**config.mk**
```make
export PLATFORM = sky130hd
export DESIGN_NAME = axil_reg_top
export DESIGN_NICKNAME = d
export VERILOG_FILES = /design/src/hw/axil_pkg.sv /design/src/hw/axil_reg_top.sv /design/src/hw/reg_bank.sv /design/src/hw/axil_slave.sv
export SDC_FILE = /design/constraint.sdc
export NUM_CORES = 1
export LEC_CHECK = 0
export BUFFER_PORTS_ARGS = -buffer_cell sky130_fd_sc_hd__buf_4
export CAP_MARGIN = 30
export CORE_MARGIN = 1.5
export CORE_UTILIZATION = 25
export DETAILED_ROUTE_END_ITERATION = 10
export GPL_TIMING_DRIVEN = 0
export PLACE_DENSITY = 0.4
export REMOVE_ABC_BUFFERS = 1
export SLEW_MARGIN = 20
export SYNTH_ARGS = -nofsm -noshare
export SYNTH_HDL_FRONTEND = slang
export SYNTH_HIERARCHICAL = 1
export SYNTH_SLANG_ARGS = --single-unit
```
**constraint.sdc**
```tcl
create_clock -name clk -period 13.3 [get_ports clk]
set_clock_uncertainty 0.15 [all_clocks]
set_input_delay 1.33 -clock clk [delete_from_list [all_inputs] [get_ports clk]]
set_output_delay 1.33 -clock clk [all_outputs]
set_load 0.01 [all_outputs]
```
**src/hw/axil_pkg.sv**
```systemverilog
/*
  Widths, register map and user-side types shared by the AXI4-Lite register block.
  Widths are fixed at 32 bits and are not meant to be changed.
  Register map covers 0x00..0x18. Every other address is decoded as invalid.
*/
package axil_pkg;

  // Bus widths
  localparam int ADDR_W = 32;
  localparam int DATA_W = 32;
  localparam int STRB_W = DATA_W / 8;

  typedef logic [ADDR_W-1:0] addr_t;
  typedef logic [DATA_W-1:0] data_t;
  typedef logic [STRB_W-1:0] strb_t;
  typedef logic [1:0]        resp_t;

  // AXI response codes, SLVERR not used
  localparam resp_t RESP_OKAY   = 2'b00;
  localparam resp_t RESP_DECERR = 2'b11;

  // Register map, one 32-bit word per register
  localparam int    NUM_RW_REGS = 6;
  localparam addr_t ID_ADDR     = 32'h0000_0018;
  // First address past the map
  localparam addr_t MAP_END     = 32'h0000_001C;
  localparam data_t ID_VALUE    = 32'h4158_4C01;

  // Word index covers the RW registers plus the ID slot
  localparam int IDX_W = $clog2(NUM_RW_REGS + 1);

  // Request to acknowledge delay in the bank, in cycles
  localparam int ACK_DELAY = 3;
  localparam int ACK_CNT_W = $clog2(ACK_DELAY + 1);

  // Write request, bridge to bank (68 bits)
  typedef struct packed {
    addr_t addr;
    data_t data;
    strb_t strb;
  } reg_wr_t;

  // Read result, bank to bridge (33 bits)
  typedef struct packed {
    data_t data;
    logic  invalid;
  } reg_rd_t;

  // Bridge FSM
  typedef enum logic [2:0] {
    IDLE,
    RECV_WDATA,
    WR_WAIT_USER,
    SEND_BRESP,
    RD_WAIT_USER,
    SEND_RDATA
  } slave_state_t;

endpackage
```
**src/hw/axil_reg_top.sv**
```systemverilog
/*
  Register block with an AXI4-Lite slave port only.
  Latency depends on master back-pressure. bvalid or rvalid ends a transaction.
*/
module axil_reg_top (
  input  logic             clk,
  input  logic             rst,

  input  logic             i_awvalid,
  input  axil_pkg::addr_t  i_awaddr,
  output logic             o_awready,

  input  logic             i_wvalid,
  input  axil_pkg::data_t  i_wdata,
  input  axil_pkg::strb_t  i_wstrb,
  output logic             o_wready,

  output logic             o_bvalid,
  output axil_pkg::resp_t  o_bresp,
  input  logic             i_bready,

  input  logic             i_arvalid,
  input  axil_pkg::addr_t  i_araddr,
  output logic             o_arready,

  output logic             o_rvalid,
  output axil_pkg::data_t  o_rdata,
  output axil_pkg::resp_t  o_rresp,
  input  logic             i_rready
);

  import axil_pkg::*;

  // User side between bridge and bank
  addr_t   reg_addr;
  logic    wr_req;
  reg_wr_t wr;
  logic    wr_ack_stb;
  logic    wr_invalid;
  logic    rd_req;
  logic    rd_ack_stb;
  reg_rd_t rd;

  axil_slave slave0 (
    .clk          (clk),
    .rst          (rst),
    .i_awvalid    (i_awvalid),
    .i_awaddr     (i_awaddr),
    .o_awready    (o_awready),
    .i_wvalid     (i_wvalid),
    .i_wdata      (i_wdata),
    .i_wstrb      (i_wstrb),
    .o_wready     (o_wready),
    .o_bvalid     (o_bvalid),
    .o_bresp      (o_bresp),
    .i_bready     (i_bready),
    .i_arvalid    (i_arvalid),
    .i_araddr     (i_araddr),
    .o_arready    (o_arready),
    .o_rvalid     (o_rvalid),
    .o_rdata      (o_rdata),
    .o_rresp      (o_rresp),
    .i_rready     (i_rready),
    .o_reg_addr   (reg_addr),
    .o_wr_req     (wr_req),
    .o_wr         (wr),
    .i_wr_ack_stb (wr_ack_stb),
    .i_wr_invalid (wr_invalid),
    .o_rd_req     (rd_req),
    .i_rd_ack_stb (rd_ack_stb),
    .i_rd         (rd)
  );

  reg_bank bank0 (
    .clk          (clk),
    .rst          (rst),
    .i_reg_addr   (reg_addr),
    .i_wr_req     (wr_req),
    .i_wr         (wr),
    .i_rd_req     (rd_req),
    .o_wr_ack_stb (wr_ack_stb),
    .o_wr_invalid (wr_invalid),
    .o_rd_ack_stb (rd_ack_stb),
    .o_rd         (rd)
  );

endmodule

```
**src/hw/reg_bank.sv**
```systemverilog
/*
  Six RW registers at 0x00..0x14 plus a read-only ID at 0x18.
  Every request is acked exactly ACK_DELAY cycles after its level rises.
  Unaligned or out-of-map accesses are flagged invalid, and such reads return 0.
  Writes to the ID address are dropped but not flagged.
*/
module reg_bank (
  input  logic                 clk,
  input  logic                 rst,

  input  axil_pkg::addr_t      i_reg_addr,
  input  logic                 i_wr_req,
  input  axil_pkg::reg_wr_t    i_wr,
  input  logic                 i_rd_req,

  output logic                 o_wr_ack_stb,
  output logic                 o_wr_invalid,
  output logic                 o_rd_ack_stb,
  output axil_pkg::reg_rd_t    o_rd
);

  import axil_pkg::*;

  data_t                regs [NUM_RW_REGS];
  logic [ACK_CNT_W-1:0] ack_cnt;

  logic                 req_any;
  logic                 ack_due;
  logic                 addr_ok;
  logic                 is_id;
  logic [IDX_W-1:0]     reg_idx;
  data_t                rd_value;

  assign req_any = i_wr_req || i_rd_req;

  // Last cycle before the ack, ack itself is registered
  assign ack_due = req_any && (ack_cnt == ACK_CNT_W'(ACK_DELAY - 1));

  // Word aligned and inside the map
  assign addr_ok = (i_reg_addr[1:0] == 2'b00) && (i_reg_addr < MAP_END);
  assign is_id   = (i_reg_addr == ID_ADDR);
  assign reg_idx = i_reg_addr[IDX_W+1:2];

  // Read mux
  always_comb begin
    rd_value = '0;
    if (addr_ok) begin
      if (is_id) begin
        rd_value = ID_VALUE;
      end else begin
        rd_value = regs[reg_idx];
      end
    end
  end

  // Delay counter and ack strobes
  always_ff @(posedge clk) begin
    if (rst) begin
      ack_cnt      <= '0;
      o_wr_ack_stb <= 1'b0;
      o_rd_ack_stb <= 1'b0;
    end else begin
      o_wr_ack_stb <= ack_due && i_wr_req;
      o_rd_ack_stb <= ack_due && i_rd_req;
      if (!req_any) begin
        ack_cnt <= '0;
      end else if (ack_cnt != ACK_CNT_W'(ACK_DELAY)) begin
        // Saturate so one request gives one ack
        ack_cnt <= ack_cnt + 1'b1;
      end
    end
  end

  // Register file, new value visible in the ack cycle
  always_ff @(posedge clk) begin
    if (rst) begin
      for (int i = 0; i < NUM_RW_REGS; i++) begin
        regs[i] <= '0;
      end
    end else if (ack_due && i_wr_req && addr_ok && !is_id) begin
      // Byte merge under strobe
      for (int b = 0; b < STRB_W; b++) begin
        if (i_wr.strb[b]) begin
          regs[reg_idx][8*b +: 8] <= i_wr.data[8*b +: 8];
        end
      end
    end
  end

  // Result and flag, valid with the ack strobe
  always_ff @(posedge clk) begin
    if (ack_due) begin
      o_wr_invalid <= !addr_ok;
      o_rd.data    <= rd_value;
      o_rd.invalid <= !addr_ok;
    end
  end

  // Bridge serves one transaction at a time
  a_one_req: assert property (@(posedge clk) disable iff (rst)
    !(i_wr_req && i_rd_req));

endmodule

```
**src/hw/axil_slave.sv**
```systemverilog
/*
  AXI4-Lite slave bridging to a strobe-based user register interface.
  One transaction at a time, AW wins over AR when both arrive together.
  No IDs, bursts or protection. Responses are OKAY or DECERR only.
*/
module axil_slave (
  input  logic                 clk,
  input  logic                 rst,

  // Write address channel
  input  logic                 i_awvalid,
  input  axil_pkg::addr_t      i_awaddr,
  output logic                 o_awready,

  // Write data channel
  input  logic                 i_wvalid,
  input  axil_pkg::data_t      i_wdata,
  input  axil_pkg::strb_t      i_wstrb,
  output logic                 o_wready,

  // Write response channel
  output logic                 o_bvalid,
  output axil_pkg::resp_t      o_bresp,
  input  logic                 i_bready,

  // Read address channel
  input  logic                 i_arvalid,
  input  axil_pkg::addr_t      i_araddr,
  output logic                 o_arready,

  // Read data channel
  output logic                 o_rvalid,
  output axil_pkg::data_t      o_rdata,
  output axil_pkg::resp_t      o_rresp,
  input  logic                 i_rready,

  // User register side
  output axil_pkg::addr_t      o_reg_addr,
  output logic                 o_wr_req,
  output axil_pkg::reg_wr_t    o_wr,
  input  logic                 i_wr_ack_stb,
  input  logic                 i_wr_invalid,
  output logic                 o_rd_req,
  input  logic                 i_rd_ack_stb,
  input  axil_pkg::reg_rd_t    i_rd
);

  import axil_pkg::*;

  slave_state_t state;

  logic aw_hs;
  logic ar_hs;
  logic w_hs;
  logic wr_done;
  logic rd_done;

  // Handshake qualifiers
  assign aw_hs   = (state == IDLE) && i_awvalid && o_awready;
  // Write has priority in the same cycle
  assign ar_hs   = (state == IDLE) && i_arvalid && o_arready && !aw_hs;
  assign w_hs    = (state == RECV_WDATA) && i_wvalid && o_wready;
  assign wr_done = (state == WR_WAIT_USER) && i_wr_ack_stb;
  assign rd_done = (state == RD_WAIT_USER) && i_rd_ack_stb;

  // Control FSM
  always_ff @(posedge clk) begin
    if (rst) begin
      state     <= IDLE;
      o_awready <= 1'b0;
      o_arready <= 1'b0;
      o_wready  <= 1'b0;
      o_bvalid  <= 1'b0;
      o_rvalid  <= 1'b0;
      o_wr_req  <= 1'b0;
      o_rd_req  <= 1'b0;
    end else begin
      case (state)
        IDLE: begin
          // Ready for a new address one cycle after entering
          o_awready <= 1'b1;
          o_arready <= 1'b1;
          if (aw_hs) begin
            o_awready <= 1'b0;
            o_arready <= 1'b0;
            o_wready  <= 1'b1;
            state     <= RECV_WDATA;
          end else if (ar_hs) begin
            o_awready <= 1'b0;
            o_arready <= 1'b0;
            o_rd_req  <= 1'b1;
            state     <= RD_WAIT_USER;
          end
        end
        RECV_WDATA: begin
          if (w_hs) begin
            o_wready <= 1'b0;
            o_wr_req <= 1'b1;
            state    <= WR_WAIT_USER;
          end
        end
        WR_WAIT_USER: begin
          // Bank acks after its own fixed delay
          if (wr_done) begin
            o_wr_req <= 1'b0;
            o_bvalid <= 1'b1;
            state    <= SEND_BRESP;
          end
        end
        SEND_BRESP: begin
          if (i_bready) begin
            o_bvalid <= 1'b0;
            state    <= IDLE;
          end
        end
        RD_WAIT_USER: begin
          if (rd_done) begin
            o_rd_req <= 1'b0;
            o_rvalid <= 1'b1;
            state    <= SEND_RDATA;
          end
        end
        SEND_RDATA: begin
          if (i_rready) begin
            o_rvalid <= 1'b0;
            state    <= IDLE;
          end
        end
        default: begin
          state <= IDLE;
        end
      endcase
    end
  end

  // Payload, held stable across each transaction
  always_ff @(posedge clk) begin
    if (aw_hs) begin
      o_reg_addr <= i_awaddr;
      o_wr.addr  <= i_awaddr;
    end else if (ar_hs) begin
      o_reg_addr <= i_araddr;
    end
    if (w_hs) begin
      o_wr.data <= i_wdata;
      o_wr.strb <= i_wstrb;
    end
    // Invalid flag only matters on the ack cycle
    if (wr_done) begin
      o_bresp <= i_wr_invalid ? RESP_DECERR : RESP_OKAY;
    end
    if (rd_done) begin
      o_rdata <= i_rd.data;
      o_rresp <= i_rd.invalid ? RESP_DECERR : RESP_OKAY;
    end
  end

  // Only one response channel active at a time
  a_one_resp: assert property (@(posedge clk) disable iff (rst)
    !(o_bvalid && o_rvalid));

  // B held with its payload until accepted
  a_b_hold: assert property (@(posedge clk) disable iff (rst)
    o_bvalid && !i_bready |=> o_bvalid && $stable(o_bresp));

  // R held with its payload until accepted
  a_r_hold: assert property (@(posedge clk) disable iff (rst)
    o_rvalid && !i_rready |=> o_rvalid && $stable(o_rdata) && $stable(o_rresp));

endmodule

```
* After elaboration in Yosys (flattened, before gate mapping) *
Memory sizes are Yosys's and may differ from the RTL's. A register that Yosys moved wholly into a read port is not among the register bits.
Cells that the tools add are included.

operators by class
  mux-type cells = 52
  multipliers = 0
  divide/modulo/power cells = 0
  reduce and logical (&&, ||, !) cells = 36
  eq/ne operators = 17
  shift-type cells = 0
  order comparisons = 1
  bitwise logic cells = 2
  add/sub/neg operators = 1

operator list
  operator                                               count
  2-to-1 mux 32 bit                                      3
  == test 32 x 5 -> 1 bit, second input constant         1
  < comparator 32 x 5 -> 1 bit, second input constant    1
  OR reduction 32 bit                                    1
  2-to-1 mux 1 bit                                       31
  2-to-1 mux 31 bit                                      1
  2-to-1 mux 3 bit                                       9
  case mux 3 bit (6 select lines)                        1
  logical AND 1 bit                                      15
  AND reduction 3 bit                                    4
  nonzero test 2 bit                                     6
  inequality test 2 x 1 -> 1 bit, second input constant  5
  case mux 1 bit (2 select lines)                        5
  inequality test 2 bit, second input constant           4
  == test 3 x 2 -> 1 bit, second input constant          2
  == test 3 bit, second input constant                   2
  AND reduction 6 bit                                    1
  2-to-1 mux 4 bit                                       1
  AND reduction 4 bit                                    1
  OR reduction 2 bit                                     2
  == test 3 x 1 -> 1 bit, second input constant          1
  logical NOT 1 bit                                      3
  logical NOT 3 bit                                      1
  inequality test 3 x 1 -> 1 bit, second input constant  1
  other kinds (6)                                        7

word-level totals
  flip-flop bits (word level) = 150
  memories kept = 1
  latch bits = 0
  output and inout bits = 41
  memory bits (read-only) = 0
  memory bits (writable) = 192
  input bits = 107

memories
  memory      words  bits a word  rd ports  clocked after Yosys merged registers in  wr ports  RTL line        text
  bank0.regs  6      32           1         1                                        6         reg_bank.sv:24  data_t regs [NUM_RW_REGS];

* Logic depth before layout (Yosys ltp) *
  word-level depth = 10
  mapped depth = 7
  mapped depth without buffers = 6

* By module *
The synthesis kept the hierarchy.

modules (own cells, without submodules)
  module      instances  area each (um^2)  seq. area each (um^2)  cells each
  reg_bank    1          10659.0           6836.6                 809
  axil_slave  1          4949.7            4204.0                 296

* Worst setup path after synthesis *
No wires, ideal clock.

  path kind = input to register
  from = in i_arvalid
  to = reg slave0.o_reg_addr[0], enable pin
  required time = 12645 ps
  cell stages on the path = 2
  library setup time = 505 ps
  arrival = 4600 ps
  setup slack = 8045 ps
  path buffers = 0
  cell sequence = o21ai_0 -> nor4_1

on the way
  longest elaborated chain between the ends = 4

ends and longest elaborated chain
  item                                 RTL line            text
  start, declared                      axil_reg_top.sv:22  input logic i_arvalid,
  logical AND 1 bit (3 in a row)       axil_slave.sv:61    assign ar_hs = (state == IDLE) && i_arvalid && o_arready && !aw_hs;
  nonzero test 2 bit (no source line)  -
  end signal, assigned                 axil_slave.sv:139   o_reg_addr <= i_awaddr;
  end signal, assigned                 axil_slave.sv:142   o_reg_addr <= i_araddr;
  end, declared                        axil_slave.sv:38    output axil_pkg::addr_t o_reg_addr,

Every way passes these cells.
A chain may end at the register's enable or synchronous reset.

==> qor.csv <==
stage;metric;value;unit
timing;final period demand of the worst path;4210;ps
placed_design;DP HPWL;26600;um
detailed_routing;DR WL/cell;19.9;um
floorplan;Initial Utilization;0.253;
floorplan;die height;245;um
detailed_routing;ANT nets after route;0;
clock_network;Worst-path clk slew;60;ps
clock_network;hold-fix buffers at CTS;0;
worst_setup_path;Setup crit end kind;register;
global_routing;initial antenna violation count;2;
floorplan;FP Rows;88;
worst_setup_path;worst path arrival time;4350;ps
finish;fillcell total;5776;
clock_network;clk sinks;340;
finish;FF+latch area;10100;um^2
min_path;Hold Path Class;register to register;
placed_design;PortBufs;147;
floorplan;Die W;245;um
worst_setup_path;delay-heaviest family, CP;simple AND/OR/NAND/NOR gates;
synth;area of the mapped netlist;14600;um^2
timing;Max Fclk;237;MHz
synth;Avg Inst Size Synth;13.7;um^2
timing;total negative slack;0;ps
global_routing;total gr overflow;0;
placed_design;Placed Instances;1932;
floorplan;Core Area;57800;um^2
worst_setup_path;Crit path buffers/inverters;4;
global_routing;largest net degree at the start of global routing;63;
clock_network;clock tree buffer depth;3;
placed_design;Placed Area;16900;um^2
worst_setup_path;crit path cell chain;buf_8, buf_16, buf_8, or2_2, nor2_1, nand3_2, o21bai_1, buf_4;
finish;layout cells sized above 1;0.269;
timing;Max-slew headroom;0.346;
worst_setup_path;critical path class;register to register;
clock_network;CTS resizes;0;
detailed_routing;drt drc;0;
detailed_routing;Initial DRC Count;604;
detailed_routing;via count;9227;
finish;multi-input logic area;4200;um^2
synth;Post-Synthesis Cells;1073;
clock_network;CTS HTree Levels;2;
global_routing;first-pass GRT wire length;60600;um
finish;nets;1321;
timing;Slew Viols, Final;0;
worst_setup_path;Critical Path Fanout Max;31;
clock_network;setup repair bufs after CTS;0;
finish;Final Cell Area;18200;um^2
clock_network;clk root buf;clkbuf_16;
worst_setup_path;Critical Path RT;13440;ps
timing;Tcrit/Tclk final;0.317;
worst_setup_path;crit start category;register;
clock_network;worst skew pair latency;570;ps
detailed_routing;Vias/cell;4.60;
floorplan;Die Area;60100;um^2
flow_run;max_cap viols;0;
placed_design;routability cong.;0.706;
timing;Hold Fails Final Rpt;0;
clock_network;clock buffer count from CTS;42;
timing;WHS;241;ps
timing;final setup vio count;0;
detailed_routing;Post-Route WL;40000;um
clock_network;TritonCTS clock tree;built;
worst_setup_path;critical path's slowest cell;o21bai_1;
worst_setup_path;Crit path top cell by count;buf_8;
detailed_routing;drt pass-1 iters;5;
worst_setup_path;Worst path max stage delay;830;ps
global_routing;Global Route Usage Sum;0.134;
timing;Slew @ Worst Pin;977;ps
synth;YS warnings;6;
finish;Non-Filler Instances;2006;
timing;RSZ-0062 raised after global routing;false;
global_routing;vias in the first global route;9602;
floorplan;I/O Pins;148;
power;leak pwr;6.48;nW
finish;Area Growth Syn to Fin;24.4;%
finish;fin util;0.315;
power;PD cells;152;nW/um^2
outcome;status;finished, final reports clean;
power;peak supply drop;0.0000729;V
==> power by group <==
part | switching (W) | internal [W] | leakage, nW
sequential | 0.0000372 | 0.00123 | 3.34
combinational | 0.000239 | 0.000170 | 2.50
clock | 0.000450 | 0.000648 | 0.634
==> cells in the final DEF, fill, tap and decap left out, drive strengths merged, types with 15 or more instances in the layout <==
master / instances
a21oi: 26
and2: 34
clkbuf: 53
a22oi: 15
edfxtp: 327
nor2: 62
nor4: 59
nor3: 68
and3: 38
nand2: 165
mux4: 32
buf: 180
inv: 17
nand3: 16
==> path summary, 6_finish.rpt <==
path                                            from            endpoint  slack [ps]  cells past startpoint
worst max register to register  slave0/o_reg_addr[2]   bank0/regs[0][26]        9090                      8
worst min-delay path                  bank0/o_rd[13]  slave0/o_rdata[12]         240                      0
worst min register to register        bank0/o_rd[13]  slave0/o_rdata[12]         240                      0
worst max-delay path            slave0/o_reg_addr[2]   bank0/regs[0][26]        9090                      8
==> per-stage QoR <==
step                power [W]  worst slack, ps
CTS                   0.00282             9010
floorplan             0.00152             8040
global route          0.00290             8820
finish                0.00278             9090
global placement      0.00168             6070
detailed placement    0.00171             8990
==> per-layer routing <==
metal,track usage,part of all wire
met1,0.176,0.44
met3,0.0361,0.067
met5,0,0.00043
met2,0.220,0.47
met4,0.0329,0.018
==> state kept, by name (all words and copies together), names as in the netlist <==
signal,count
bank0/ack_cnt,2
bank0/o_rd,33
bank0/o_rd_ack_stb,1
bank0/o_wr_ack_stb,1
bank0/regs,192
slave0/o_arready,1
slave0/o_bresp,1
slave0/o_bvalid,1
slave0/o_rd_req,1
slave0/o_rdata,32
slave0/o_reg_addr,32
slave0/o_rresp,1
slave0/o_rvalid,1
slave0/o_wr,36
slave0/o_wr_req,1
slave0/o_wready,1
slave0/state,3
==> cell type report <==
type / count / area share
diodes: 1 / 0.000137
clock buffers: 53 / 0.0610
clock inverters: 19 / 0.0101
inverters: 16 / 0.00343
multi-input cells: 632 / 0.231
flip-flops and latches: 340 / 0.553
well taps: 765 / 0.0525
repair buffers: 180 / 0.0892
==> worst register-to-register path: stages (launching register included) <==
cell and delay, ps:
edfxtp_1 590, buf_8 250, buf_16 160, buf_8 170, or2_2 490, nor2_1 360, nand3_2 680, o21bai_1 840
buf_4 270
Note: power is estimated with default switching activity, not from simulation.
